**src/design/ex_cfg_pkg.sv**
```systemverilog
package ex_cfg_pkg;

  //////////////////////////////////////////////////////////////////////
  // Datapath
  //////////////////////////////////////////////////////////////////////

  // Register and operand width
  localparam int unsigned XLEN = 32;
  // Register file address width
  localparam int unsigned REG_ADDR_W = 5;

  //////////////////////////////////////////////////////////////////////
  // Multiplier and accelerator
  //////////////////////////////////////////////////////////////////////

  // Multiplier bits consumed per iteration
  localparam int unsigned MUL_BITS_PER_CYCLE = 2;
  // Cycles from start to done
  localparam int unsigned MUL_CYCLES = XLEN / MUL_BITS_PER_CYCLE;
  // Iteration counter width
  localparam int unsigned MUL_CNT_W = $clog2(MUL_CYCLES);
  // Accelerator opcode width and operand count
  localparam int unsigned APU_OP_W = 4;
  localparam int unsigned APU_NARGS = 2;

endpackage

```
**src/design/ex_types_pkg.sv**
```systemverilog
package ex_types_pkg;

  import ex_cfg_pkg::*;

  // Unit an issued operation is steered to
  typedef enum logic [1:0] {
    UNIT_ALU = 2'd0,
    UNIT_MUL = 2'd1,
    UNIT_APU = 2'd2
  } unit_e;

  // ALU function select
  typedef enum logic [2:0] {
    ALU_ADD  = 3'd0,
    ALU_SUB  = 3'd1,
    ALU_AND  = 3'd2,
    ALU_OR   = 3'd3,
    ALU_XOR  = 3'd4,
    ALU_SLT  = 3'd5,
    ALU_SLTU = 3'd6,
    ALU_EQ   = 3'd7
  } alu_op_e;

  // One operation handed over by decode
  typedef struct packed {
    unit_e                 unit;
    alu_op_e               alu_op;
    logic [APU_OP_W-1:0]   apu_op;
    logic [XLEN-1:0]       op_a;
    logic [XLEN-1:0]       op_b;
    logic [REG_ADDR_W-1:0] waddr;
    logic                  we;
  } ex_issue_t;

  // Register file write, used by forwarding and write-back ports
  typedef struct packed {
    logic                  we;
    logic [REG_ADDR_W-1:0] waddr;
    logic [XLEN-1:0]       wdata;
  } rf_write_t;

  // Accelerator request, operand 0 in the low slot
  typedef struct packed {
    logic [APU_OP_W-1:0]                op;
    logic [APU_NARGS-1:0][XLEN-1:0]     operands;
  } apu_req_t;

endpackage

```
**src/design/ex_alu.sv**
```systemverilog
`timescale 1ns/10ps

module ex_alu (
  input  ex_types_pkg::alu_op_e         op_i,
  input  logic [ex_cfg_pkg::XLEN-1:0]   a_i,
  input  logic [ex_cfg_pkg::XLEN-1:0]   b_i,
  output logic [ex_cfg_pkg::XLEN-1:0]   result_o
);

  import ex_cfg_pkg::*;
  import ex_types_pkg::*;

  logic [XLEN-1:0] sum;
  logic [XLEN-1:0] diff;
  logic            borrow;
  logic            lt_s;
  logic            lt_u;
  logic            eq;

  // Adder for ADD
  assign sum = a_i + b_i;

  // One subtractor serves SUB and all compares
  // Borrow out of the widened subtract is the unsigned less-than
  assign {borrow, diff} = {1'b0, a_i} - {1'b0, b_i};
  assign lt_u = borrow;

  // Signed less-than
  // Differing signs decide directly, equal signs use the difference sign
  assign lt_s = (a_i[XLEN-1] != b_i[XLEN-1]) ? a_i[XLEN-1] : diff[XLEN-1];
  assign eq   = (diff == '0);

  //////////////////////////////////////////////////////////////////////
  // Result select
  //////////////////////////////////////////////////////////////////////

  always_comb begin
    case (op_i)
      ALU_ADD:  result_o = sum;
      ALU_SUB:  result_o = diff;
      ALU_AND:  result_o = a_i & b_i;
      ALU_OR:   result_o = a_i | b_i;
      ALU_XOR:  result_o = a_i ^ b_i;
      // Compares give 0 or 1
      ALU_SLT:  result_o = {{(XLEN-1){1'b0}}, lt_s};
      ALU_SLTU: result_o = {{(XLEN-1){1'b0}}, lt_u};
      ALU_EQ:   result_o = {{(XLEN-1){1'b0}}, eq};
      default:  result_o = '0;
    endcase
  end

endmodule

```
**src/design/ex_apu_port.sv**
```systemverilog
`timescale 1ns/10ps

module ex_apu_port (
  input  logic                                clk,
  input  logic                                rst_n,
  input  logic                                start_i,
  input  ex_types_pkg::apu_req_t              req_payload_i,
  input  logic [ex_cfg_pkg::REG_ADDR_W-1:0]   waddr_i,
  output logic                                can_start_o,
  output logic                                apu_req_o,
  output ex_types_pkg::apu_req_t              apu_req_payload_o,
  input  logic                                apu_gnt_i,
  input  logic                                apu_rvalid_i,
  input  logic [ex_cfg_pkg::XLEN-1:0]         apu_result_i,
  output ex_types_pkg::rf_write_t             wb_o,
  input  logic                                wb_ready_i
);

  import ex_cfg_pkg::*;
  import ex_types_pkg::*;

  logic                  req_in_ready;
  logic                  awaiting_q;
  logic [REG_ADDR_W-1:0] waddr_q;
  rf_write_t             rsp_in;
  logic                  rsp_in_valid;
  logic                  rsp_in_ready;
  logic                  rsp_valid;
  rf_write_t             rsp_data;

  //////////////////////////////////////////////////////////////////////
  // Request side, buffer output drives req until gnt
  //////////////////////////////////////////////////////////////////////

  ex_hold_reg #(.payload_t(apu_req_t)) u_req_buf (
    .clk         (clk),
    .rst_n       (rst_n),
    .in_valid_i  (start_i),
    .in_ready_o  (req_in_ready),
    .in_data_i   (req_payload_i),
    .out_valid_o (apu_req_o),
    .out_ready_i (apu_gnt_i),
    .out_data_o  (apu_req_payload_o)
  );

  // Granted request now waits for rvalid
  always_ff @(posedge clk or negedge rst_n) begin
    if (!rst_n) begin
      awaiting_q <= 1'b0;
    end else if (apu_req_o && apu_gnt_i) begin
      awaiting_q <= 1'b1;
    end else if (apu_rvalid_i) begin
      awaiting_q <= 1'b0;
    end
  end

  // Destination of the single operation in flight
  always_ff @(posedge clk) begin
    if (start_i) begin
      waddr_q <= waddr_i;
    end
  end

  //////////////////////////////////////////////////////////////////////
  // Response side, drained by write-back
  //////////////////////////////////////////////////////////////////////

  assign rsp_in_valid = apu_rvalid_i & awaiting_q;
  assign rsp_in       = '{we: 1'b1, waddr: waddr_q, wdata: apu_result_i};

  ex_hold_reg #(.payload_t(rf_write_t)) u_rsp_buf (
    .clk         (clk),
    .rst_n       (rst_n),
    .in_valid_i  (rsp_in_valid),
    .in_ready_o  (rsp_in_ready),
    .in_data_i   (rsp_in),
    .out_valid_o (rsp_valid),
    .out_ready_i (wb_ready_i),
    .out_data_o  (rsp_data)
  );

  // Write enable only while an entry is held
  assign wb_o = rsp_valid ? rsp_data : '0;

  // Idle only with nothing queued, awaited or unretired
  assign can_start_o = ~apu_req_o & ~awaiting_q & ~rsp_valid;

  a_req_until_gnt: assert property (@(posedge clk) disable iff (!rst_n)
    apu_req_o && !apu_gnt_i |=> apu_req_o)
    else $error("accelerator request withdrawn before grant");

  // Response only for a granted request, never into a full buffer
  a_rvalid_awaited: assert property (@(posedge clk) disable iff (!rst_n)
    apu_rvalid_i |-> awaiting_q && rsp_in_ready)
    else $error("unexpected accelerator response");

  // Top level only starts when the request buffer can take it
  a_start_room: assert property (@(posedge clk) disable iff (!rst_n)
    start_i |-> req_in_ready)
    else $error("accelerator start with request buffer full");

endmodule

```
**src/design/ex_hold_reg.sv**
```systemverilog
`timescale 1ns/10ps

module ex_hold_reg #(
  parameter type payload_t = logic
) (
  input  logic     clk,
  input  logic     rst_n,
  input  logic     in_valid_i,
  output logic     in_ready_o,
  input  payload_t in_data_i,
  output logic     out_valid_o,
  input  logic     out_ready_i,
  output payload_t out_data_o
);

  logic     full_q;
  payload_t data_q;
  logic     load;

  // Accept when empty or when the held entry leaves this cycle
  assign in_ready_o = ~full_q | out_ready_i;
  assign load       = in_valid_i & in_ready_o;

  always_ff @(posedge clk or negedge rst_n) begin
    if (!rst_n) begin
      full_q <= 1'b0;
    end else if (load) begin
      full_q <= 1'b1;
    end else if (out_ready_i) begin
      full_q <= 1'b0;
    end
  end

  always_ff @(posedge clk) begin
    if (load) begin
      data_q <= in_data_i;
    end
  end

  assign out_valid_o = full_q;
  assign out_data_o  = data_q;

  // Stalled entry keeps valid and payload
  a_out_stable: assert property (@(posedge clk) disable iff (!rst_n)
    out_valid_o && !out_ready_i |=> out_valid_o && $stable(out_data_o))
    else $error("held entry changed under back-pressure");

endmodule

```
**src/design/ex_mult.sv**
```systemverilog
`timescale 1ns/10ps

module ex_mult (
  input  logic                          clk,
  input  logic                          rst_n,
  input  logic                          start_i,
  input  logic [ex_cfg_pkg::XLEN-1:0]   a_i,
  input  logic [ex_cfg_pkg::XLEN-1:0]   b_i,
  output logic                          busy_o,
  output logic                          done_o,
  output logic [ex_cfg_pkg::XLEN-1:0]   product_o
);

  import ex_cfg_pkg::*;

  logic                 active_q;
  logic [MUL_CNT_W-1:0] cnt_q;
  logic [XLEN-1:0]      mcand_q;
  logic [XLEN-1:0]      mplier_q;
  logic [XLEN-1:0]      acc_q;
  logic [XLEN-1:0]      acc_next;
  logic                 last_step;

  // Shifted conditional adds for the low multiplier bits of this step
  always_comb begin
    acc_next = acc_q;
    for (int i = 0; i < MUL_BITS_PER_CYCLE; i++) begin
      if (mplier_q[i]) begin
        acc_next = acc_next + (mcand_q << i);
      end
    end
  end

  // Final step is added combinationally, product shows in that cycle
  assign last_step = active_q && (cnt_q == MUL_CNT_W'(MUL_CYCLES - 1));
  assign busy_o    = active_q & ~last_step;
  assign done_o    = last_step;
  assign product_o = acc_next;

  //////////////////////////////////////////////////////////////////////
  // Iteration control
  //////////////////////////////////////////////////////////////////////

  always_ff @(posedge clk or negedge rst_n) begin
    if (!rst_n) begin
      active_q <= 1'b0;
      cnt_q    <= '0;
    end else if (start_i) begin
      active_q <= 1'b1;
      cnt_q    <= '0;
    end else if (active_q) begin
      cnt_q <= cnt_q + 1'b1;
      if (last_step) begin
        active_q <= 1'b0;
      end
    end
  end

  // Operand shifters and accumulator
  always_ff @(posedge clk) begin
    if (start_i) begin
      mcand_q  <= a_i;
      mplier_q <= b_i;
      acc_q    <= '0;
    end else if (active_q) begin
      mcand_q  <= mcand_q << MUL_BITS_PER_CYCLE;
      mplier_q <= mplier_q >> MUL_BITS_PER_CYCLE;
      acc_q    <= acc_next;
    end
  end

  // Issue logic must hold off while an iteration runs
  a_no_start_busy: assert property (@(posedge clk) disable iff (!rst_n)
    start_i |-> !busy_o)
    else $error("multiply started while busy");

  // Fixed latency seen by the forwarding mux
  a_done_latency: assert property (@(posedge clk) disable iff (!rst_n)
    start_i |-> ##MUL_CYCLES done_o)
    else $error("multiply done not at fixed latency");

endmodule

```
**src/design/ex_stage_top.sv**
```systemverilog
`timescale 1ns/10ps

module ex_stage_top (
  input  logic                          clk,
  input  logic                          rst_n,
  input  logic                          issue_valid_i,
  input  ex_types_pkg::ex_issue_t       issue_i,
  output logic                          ex_ready_o,
  output ex_types_pkg::rf_write_t       fw_o,
  output ex_types_pkg::rf_write_t       wb_o,
  input  logic                          wb_ready_i,
  output logic                          apu_req_o,
  output ex_types_pkg::apu_req_t        apu_req_payload_o,
  input  logic                          apu_gnt_i,
  input  logic                          apu_rvalid_i,
  input  logic [ex_cfg_pkg::XLEN-1:0]   apu_result_i
);

  import ex_cfg_pkg::*;
  import ex_types_pkg::*;

  logic                  accept;
  logic                  alu_go;
  logic                  mul_start;
  logic                  apu_start;
  logic [XLEN-1:0]       alu_result;
  logic [XLEN-1:0]       mul_product;
  logic                  mul_busy;
  logic                  mul_done;
  logic                  apu_can_start;
  apu_req_t              apu_payload;
  logic [REG_ADDR_W-1:0] mul_waddr_q;
  logic                  mul_we_q;

  // Stall on a running multiply; accelerator ops also need an idle port
  assign ex_ready_o = ~mul_busy & ((issue_i.unit != UNIT_APU) | apu_can_start);
  assign accept     = issue_valid_i & ex_ready_o;

  // Unit steering
  assign alu_go    = accept & (issue_i.unit == UNIT_ALU);
  assign mul_start = accept & (issue_i.unit == UNIT_MUL);
  assign apu_start = accept & (issue_i.unit == UNIT_APU);

  assign apu_payload = '{op: issue_i.apu_op, operands: {issue_i.op_b, issue_i.op_a}};

  //////////////////////////////////////////////////////////////////////
  // Units
  //////////////////////////////////////////////////////////////////////

  ex_alu u_alu (
    .op_i     (issue_i.alu_op),
    .a_i      (issue_i.op_a),
    .b_i      (issue_i.op_b),
    .result_o (alu_result)
  );

  ex_mult u_mult (
    .clk       (clk),
    .rst_n     (rst_n),
    .start_i   (mul_start),
    .a_i       (issue_i.op_a),
    .b_i       (issue_i.op_b),
    .busy_o    (mul_busy),
    .done_o    (mul_done),
    .product_o (mul_product)
  );

  ex_apu_port u_apu_port (
    .clk               (clk),
    .rst_n             (rst_n),
    .start_i           (apu_start),
    .req_payload_i     (apu_payload),
    .waddr_i           (issue_i.waddr),
    .can_start_o       (apu_can_start),
    .apu_req_o         (apu_req_o),
    .apu_req_payload_o (apu_req_payload_o),
    .apu_gnt_i         (apu_gnt_i),
    .apu_rvalid_i      (apu_rvalid_i),
    .apu_result_i      (apu_result_i),
    .wb_o              (wb_o),
    .wb_ready_i        (wb_ready_i)
  );

  // Multiply destination kept for the whole iteration
  always_ff @(posedge clk or negedge rst_n) begin
    if (!rst_n) begin
      mul_we_q <= 1'b0;
    end else if (mul_start) begin
      mul_we_q <= issue_i.we;
    end
  end

  always_ff @(posedge clk) begin
    if (mul_start) begin
      mul_waddr_q <= issue_i.waddr;
    end
  end

  //////////////////////////////////////////////////////////////////////
  // Forwarding port, multiply result wins over the ALU
  //////////////////////////////////////////////////////////////////////

  always_comb begin
    fw_o = '0;
    if (mul_done) begin
      fw_o = '{we: mul_we_q, waddr: mul_waddr_q, wdata: mul_product};
    end else if (alu_go) begin
      fw_o = '{we: issue_i.we, waddr: issue_i.waddr, wdata: alu_result};
    end
  end

  // Decode must not send a writing ALU op in the multiply done cycle
  a_fw_no_clash: assert property (@(posedge clk) disable iff (!rst_n)
    mul_done |-> !(alu_go && issue_i.we))
    else $error("ALU write collides with multiply result");

endmodule

```
**config.mk**
```make
export PLATFORM = sky130hd
export DESIGN_NAME = ex_stage_top
export DESIGN_NICKNAME = d
export VERILOG_FILES = /design/src/design/ex_cfg_pkg.sv /design/src/design/ex_types_pkg.sv /design/src/design/ex_alu.sv /design/src/design/ex_apu_port.sv /design/src/design/ex_hold_reg.sv /design/src/design/ex_mult.sv /design/src/design/ex_stage_top.sv
export SDC_FILE = /design/constraint.sdc
export NUM_CORES = 1
export LEC_CHECK = 0
export ABC_AREA = 1
export BUFFER_PORTS_ARGS = -buffer_cell sky130_fd_sc_hd__clkbuf_2
export CORE_MARGIN = 2
export CORE_UTILIZATION = 47
export CTS_CLUSTER_SIZE = 30
export DETAILED_ROUTE_END_ITERATION = 12
export GPL_TIMING_DRIVEN = 0
export PLACE_DENSITY_LB_ADDON = 0.08
export SLEW_MARGIN = 10
export SYNTH_ARGS = -nofsm -noshare
export SYNTH_HDL_FRONTEND = slang
export SYNTH_SLANG_ARGS = --single-unit
export TNS_END_PERCENT = 10
```
**constraint.sdc**
```tcl
create_clock -name clk -period 7.3 [get_ports clk]
set_input_delay 0.73 -clock clk [delete_from_list [all_inputs] [get_ports clk]]
set_output_delay 0.73 -clock clk [all_outputs]
set_load 0.05 [all_outputs]
```
Word-level counts from Yosys, hierarchy flattened:

Cells that the tools add are included.

* $add $sub $neg: 5
* equal/unequal tests: 12
* mux-type cells: 22
* bitwise operators: 22
* reductions and logical operators: 9

Operator list (number)
* 32-bit one-hot mux with 8 select lines: 1
* 32-bit 2-to-1 mux: 6
* 38-bit 2-to-1 mux: 3
* 32-bit adder: 3
* 32-bit by 32-bit subtractor with 33-bit output: 1
* 32-bit bitwise AND: 1
* 32-bit logical NOT: 1
* 32-bit bitwise OR: 1
* 32-bit bitwise XOR: 1
* 3-bit equality test, second input constant: 4
* 1-bit bitwise AND: 11
* 1-bit 2-to-1 mux: 10
* 4-bit 2-to-1 mux: 2
* 2-bit nonzero test: 4
* 3-bit by 2-bit equality test with 1-bit output, second input constant: 2
* 1-bit inverter: 5
* 4-bit by 1-bit adder with 4-bit output, second input constant: 1
* 4-bit equality test, second input constant: 1
* 3-bit by 1-bit equality test with 1-bit output, second input constant: 1
* 3-bit logical NOT: 1
* 1-bit bitwise OR: 3
* 2-bit by 1-bit equality test with 1-bit output, second input constant: 1
* 2-bit equality test, second input constant: 1
* 1-bit logical AND: 2
* 3 further kinds: 3

* register bits: 220
* bits of input ports: 117
* output and inout bits: 146
* word-level logic and storage cells: 86

Longest topological paths before layout:

* word-level depth: 10
* gate-level depth with buffers: 28
* mapped depth without buffers: 28

Cells and area by module:

Synthesis repeated with hierarchy kept, for this count alone.

* cell total of the unflattened synthesis: 2892
* area, all modules: 19979.2 µm²

By module, submodules not included
* ex_mult: instances 1, cells each 1409, area each 9111.2 µm², sequential area each 2687.6 µm²
* ex_alu: instances 1, cells each 1121, area each 6159.7 µm², sequential area each 0.0 µm²
* ex_hold_reg at u_apu_port.u_req_buf: instances 1, cells each 74, area each 2087.0 µm², sequential area each 2067.0 µm²
* ex_hold_reg at u_apu_port.u_rsp_buf: instances 1, cells each 44, area each 1186.1 µm², sequential area each 1166.1 µm²
* ex_stage_top: instances 1, cells each 147, area each 904.6 µm², sequential area each 175.2 µm²
* ex_apu_port: instances 1, cells each 97, area each 530.5 µm², sequential area each 175.2 µm²

Least setup slack after synthesis:

OpenSTA, ideal clock, no wires.

* path type: input-to-reg
* start point: in issue_i[78] in the netlist's numbering
* end point: reg u_apu_port.u_req_buf.data_q, in the netlist u_apu_port.u_req_buf.out_data_o[0], enable pin
* setup time: 0.495 ns
* arrival time: 4.248 ns
* data required time: 6.805 ns
* path slack: 2.558 ns
* cell stages on the path: 6
* path buffers: 0
* cells stage by stage: inv_1 > or2_1 > o21ai_1 > inv_2 > nand2_2 > nor2_1

* cells in the longest elaborated chain, start to end: 6
* elaborated cells on any way between the ends: 7
* those cells by class: eq/ne: 2; bitwise: 5

Ends and longest elaborated chain
* start, declared: RTL line ex_stage_top.sv:7 `input ex_types_pkg::ex_issue_t issue_i,`
* 2-bit inequality test: RTL line ex_stage_top.sv:36 `assign ex_ready_o = ~mul_busy & ((issue_i.unit != UNIT_APU) | apu_can_start);`
* 1-bit bitwise OR: RTL line ex_stage_top.sv:36
* 1-bit bitwise AND: RTL line ex_stage_top.sv:36
* net ex_ready_o: RTL line ex_stage_top.sv:8 `output logic ex_ready_o,`
* 1-bit bitwise AND: RTL line ex_stage_top.sv:37 `assign accept = issue_valid_i & ex_ready_o;`
* 1-bit bitwise AND: RTL line ex_stage_top.sv:42 `assign apu_start = accept & (issue_i.unit == UNIT_APU);`
* 1-bit bitwise AND: RTL line ex_hold_reg.sv:22 `assign load = in_valid_i & in_ready_o;`
* net u_apu_port.u_req_buf.load: RTL line ex_hold_reg.sv:18 `logic load;`
* end signal, assigned: RTL line ex_hold_reg.sv:36 `data_q <= in_data_i;`
* end, declared: RTL line ex_hold_reg.sv:17 `payload_t data_q;`

The timed path passes the listed nets, and every way through them passes these cells.
A chain may end at the register's enable or synchronous reset.

==> impl_metrics.ini <==
[final_layout]
multi_input_area_um2 = 10580
n_fill_cell = 3789
nets = 3128
syn2layout_area_growth_pct = 15.31
regArea_um2 = 6241
diodes = 0
layout-drive-gt1-share_pct = 15.24
final_area_um2 = 21410

[critical_path]
cp_top_family = compound AO/OA/AOI/OAI gates
regToRegEndpoint = u_mult.acc_q[25]
slowest_delay_ns = 0.46
regToRegSetupSlack_ns = 2.80
worstPathArrival_ns = 5.33
cp_max_fo = 6
crit_buf_inv = 3
worstSetupStartpointType = flop
path_class = flop to primary output
r2r-start = u_mult.mcand_q[0]
end_kind = primary output
r2r_cells = 25
cp.depth = 26
crit_path_top_delay_cell = edfxtp_1
cp_common_cell = nand2_1
critPathRequiredTime_ns = 6.57

[synth]
avgSynthCellArea_um2 = 7.286
netlist_instances = 2548
synth_edf_count = 179
async_flop_share_pct = 4.091
synth_cell_types = 60
seq_area_frac_synth_pct = 33.62
synth.net_count = 2833
synth_area_um2 = 18560
synth_ff_type = edfxtp_1
yosysWarnings = 0
synth-seq-cells = 220

[floorplan]
io_pins = 263
die_h_um = 202.7
dieArea_um2 = 41100
core_um2 = 38830
initial_core_util_pct = 47.81
rows = 72
die_x_um = 202.7

[run_status]
status = complete, no violations

[cts]
numCtsBuffers = 25
hold_buffers = 0
clk_pin_slew_ns = 0.06
clock_path_buffers = 3
post-cts-setup-buffers = 0
cts_resized = 0
cts_num_sinks = 220
clk_latency_ns = 0.57
clock-root-buffer = clkbuf_16
cts_tree = yes
htreeDepth = 1

[timing]
fin_worst_skew_ns = 0.01206
finalSetupViolCount = 0
final.period_utilization_pct = 83.04
hold_viol = 0
tns_ns = 0
tightest_slew_ns = 0.9985
fmax_mhz = 165.0
final_max_slew_viol_count = 0
fin_ws_ns = 1.238
rsz0062_at_grt = false
slew_headroom_pct = 33.43
period_needed_ns = 6.062

[global_routing]
gr-usage-all-layers_pct = 34.41
grt_max_degree = 41
grt-ovfl-total = 0
grt_pass1_wl_um = 107200
antenna_found_initial = 2
grt_pass1_vias = 18670

[placed_design]
routabilityCongestion = 1.045
dpl_cell_area_um2 = 20620
post-place-ws_ns = 1.702
port_buffers = 262
place_hpwl_um = 59650

[power_and_ir_drop]
vdd_drop_max_uv = 209.6
p_leak_nw = 10.60
p_per_area_nw_per_um2 = 472.5

[worst_hold_path]
min_path_type = input pin to asynchronous set/reset pin

[drt]
antenna_left = 0
routed_wirelength_um = 72030
dr.pass1.iters = 9
first_iter_violations = 1798
vias = 19240
drt-wirelength-per-cell_um = 21.32
drc = 0
via_per_inst = 5.695

[job]
drv_cap = 0
[how the worst max path moves through the flow]
stage | slack (ns) | to | start
6_report | 1.24 | fw_o[25] | u_mult.mcand_q[0]
5_1_grt | 0.86 | fw_o[25] | u_mult.mcand_q[2]
4_1_cts | 1.28 | fw_o[25] | u_mult.mcand_q[0]
3_5_place_dp | 1.70 | fw_o[0] | issue_i[42]
3_3_place_gp | 1.51 | u_apu_port.u_req_buf.out_data_o[30] | issue_i[78]
2_1_floorplan | 2.56 | u_apu_port.u_req_buf.out_data_o[0] | issue_i[78]
[layout make-up]
class | instances | share of cell area, %
plain buffers | 86 | 1.987
clock buffers | 30 | 3.010
clock inverters | 15 | 0.6488
inverters | 356 | 6.242
multi-input cells | 1886 | 49.42
flip-flops and latches | 220 | 29.15
well taps | 518 | 3.028
repair buffers | 268 | 6.511
[Yosys cell counts, types with 8 or more instances]
cell type | count | area [um2]
nand3b_1 | 8 | 60.06
nor3_1 | 19 | 95.09
nand3_1 | 184 | 920.9
nand2_1 | 671 | 2519
ha_1 | 163 | 2039
buf_4 | 14 | 105.1
o21ai_1 | 27 | 135.1
inv_2 | 30 | 112.6
nor2_1 | 170 | 638.1
nor2_2 | 18 | 112.6
a21oi_1 | 148 | 740.7
o21ai_0 | 186 | 930.9
clkbuf_1 | 39 | 146.4
dfxtp_1 | 32 | 640.6
xnor2_1 | 17 | 148.9
nand4_1 | 43 | 269.0
a31oi_1 | 10 | 62.56
buf_2 | 28 | 140.1
o221ai_1 | 26 | 227.7
xor2_1 | 32 | 280.3
o21bai_1 | 18 | 135.1
a221oi_1 | 25 | 219.0
o22ai_1 | 11 | 68.82
a21o_1 | 9 | 67.56
inv_1 | 322 | 1209
edfxtp_1 | 179 | 5375
o211ai_1 | 16 | 120.1
dfrtp_1 | 9 | 225.2
[metal layers]
layer	vias to the layer above	track usage (%)	wire, um	part of all wire, %
met2	859	57.89	33860	47
li1	9188	-	-	-
met5	-	0	13	0.018
met1	9028	44.88	30110	42
met3	166	4.382	5186	7.2
met4	2	14.03	2856	4.0
[through the flow]
stage | power, W | hold WS [ns] | utilization, % | instances
2_1_floorplan | 0.006874 | 0.4003 | - | 2548
3_3_place_gp | 0.008692 | 0.4065 | 52.86 | 3328
3_5_place_dp | 0.008750 | 0.4062 | 53.12 | 3334
4_1_cts | 0.01001 | 0.02188 | 55.13 | 3379
5_1_grt | 0.01098 | 0.03373 | 55.13 | 3379
6_report | 0.01012 | 0.02645 | 55.13 | 3379
[cell usage in the layout (no fill, tap or decap), drive strengths merged, types with 15 or more instances in the layout]
cell type / count
nand3: 189
nor2: 190
ha: 163
clkinv: 15
o21ai: 217
nor3: 24
clkbuf: 331
xor2: 33
inv: 353
buf: 53
a21oi: 155
a221oi: 25
o211ai: 17
nand4: 43
o221ai: 26
dfxtp: 32
o21bai: 21
nand2: 676
edfxtp: 179
xnor2: 17
[worst reg2reg max path: cells and delay by family (launching register included)]
family | cells | cell delay [ns]
AOI/OAI and AO/OA | 7 | 1.41
adders and majority gates | 3 | 1.03
xor gates and xnor gates | 1 | 0.14
DFF | 1 | 0.46
buffers and inverters | 2 | 0.13
and+or+nand+nor | 12 | 1.28
[power by group]
group          internal (W)  leakage (nW)  switching [W]
logic               0.00218          8.14        0.00460
clock network      0.000701         0.386       0.000524
registers           0.00182          2.08       0.000296
total               0.00470          10.6        0.00542
[logic make-up after synthesis]
kind of cell | Yosys count | synth area share (%)
AO/OA/AOI/OAI | 521 | 16.67
buffers and inverters | 442 | 9.490
XOR/XNOR | 50 | 2.399
adder cells (fa/ha/maj) | 168 | 11.53
flip-flops | 220 | 33.62
AND/OR/NAND/NOR | 1147 | 26.30
[sequential cells by signal (all words and copies together), names as in the netlist]
| register | flops |
|---|---|
| mul_we_q | 1 |
| u_apu_port.u_rsp_buf.out_valid_o | 1 |
| mul_waddr_q | 5 |
| u_mult.cnt_q | 4 |
| u_apu_port.u_req_buf.out_data_o | 68 |
| u_apu_port.waddr_q | 5 |
| u_mult.acc_q | 32 |
| u_mult.mplier_q | 32 |
| u_mult.mcand_q | 32 |
| u_mult.active_q | 1 |
| u_apu_port.awaiting_q | 1 |
| u_apu_port.u_req_buf.out_valid_o | 1 |
| u_apu_port.u_rsp_buf.out_data_o | 37 |
(Power assumes the default switching activity.)
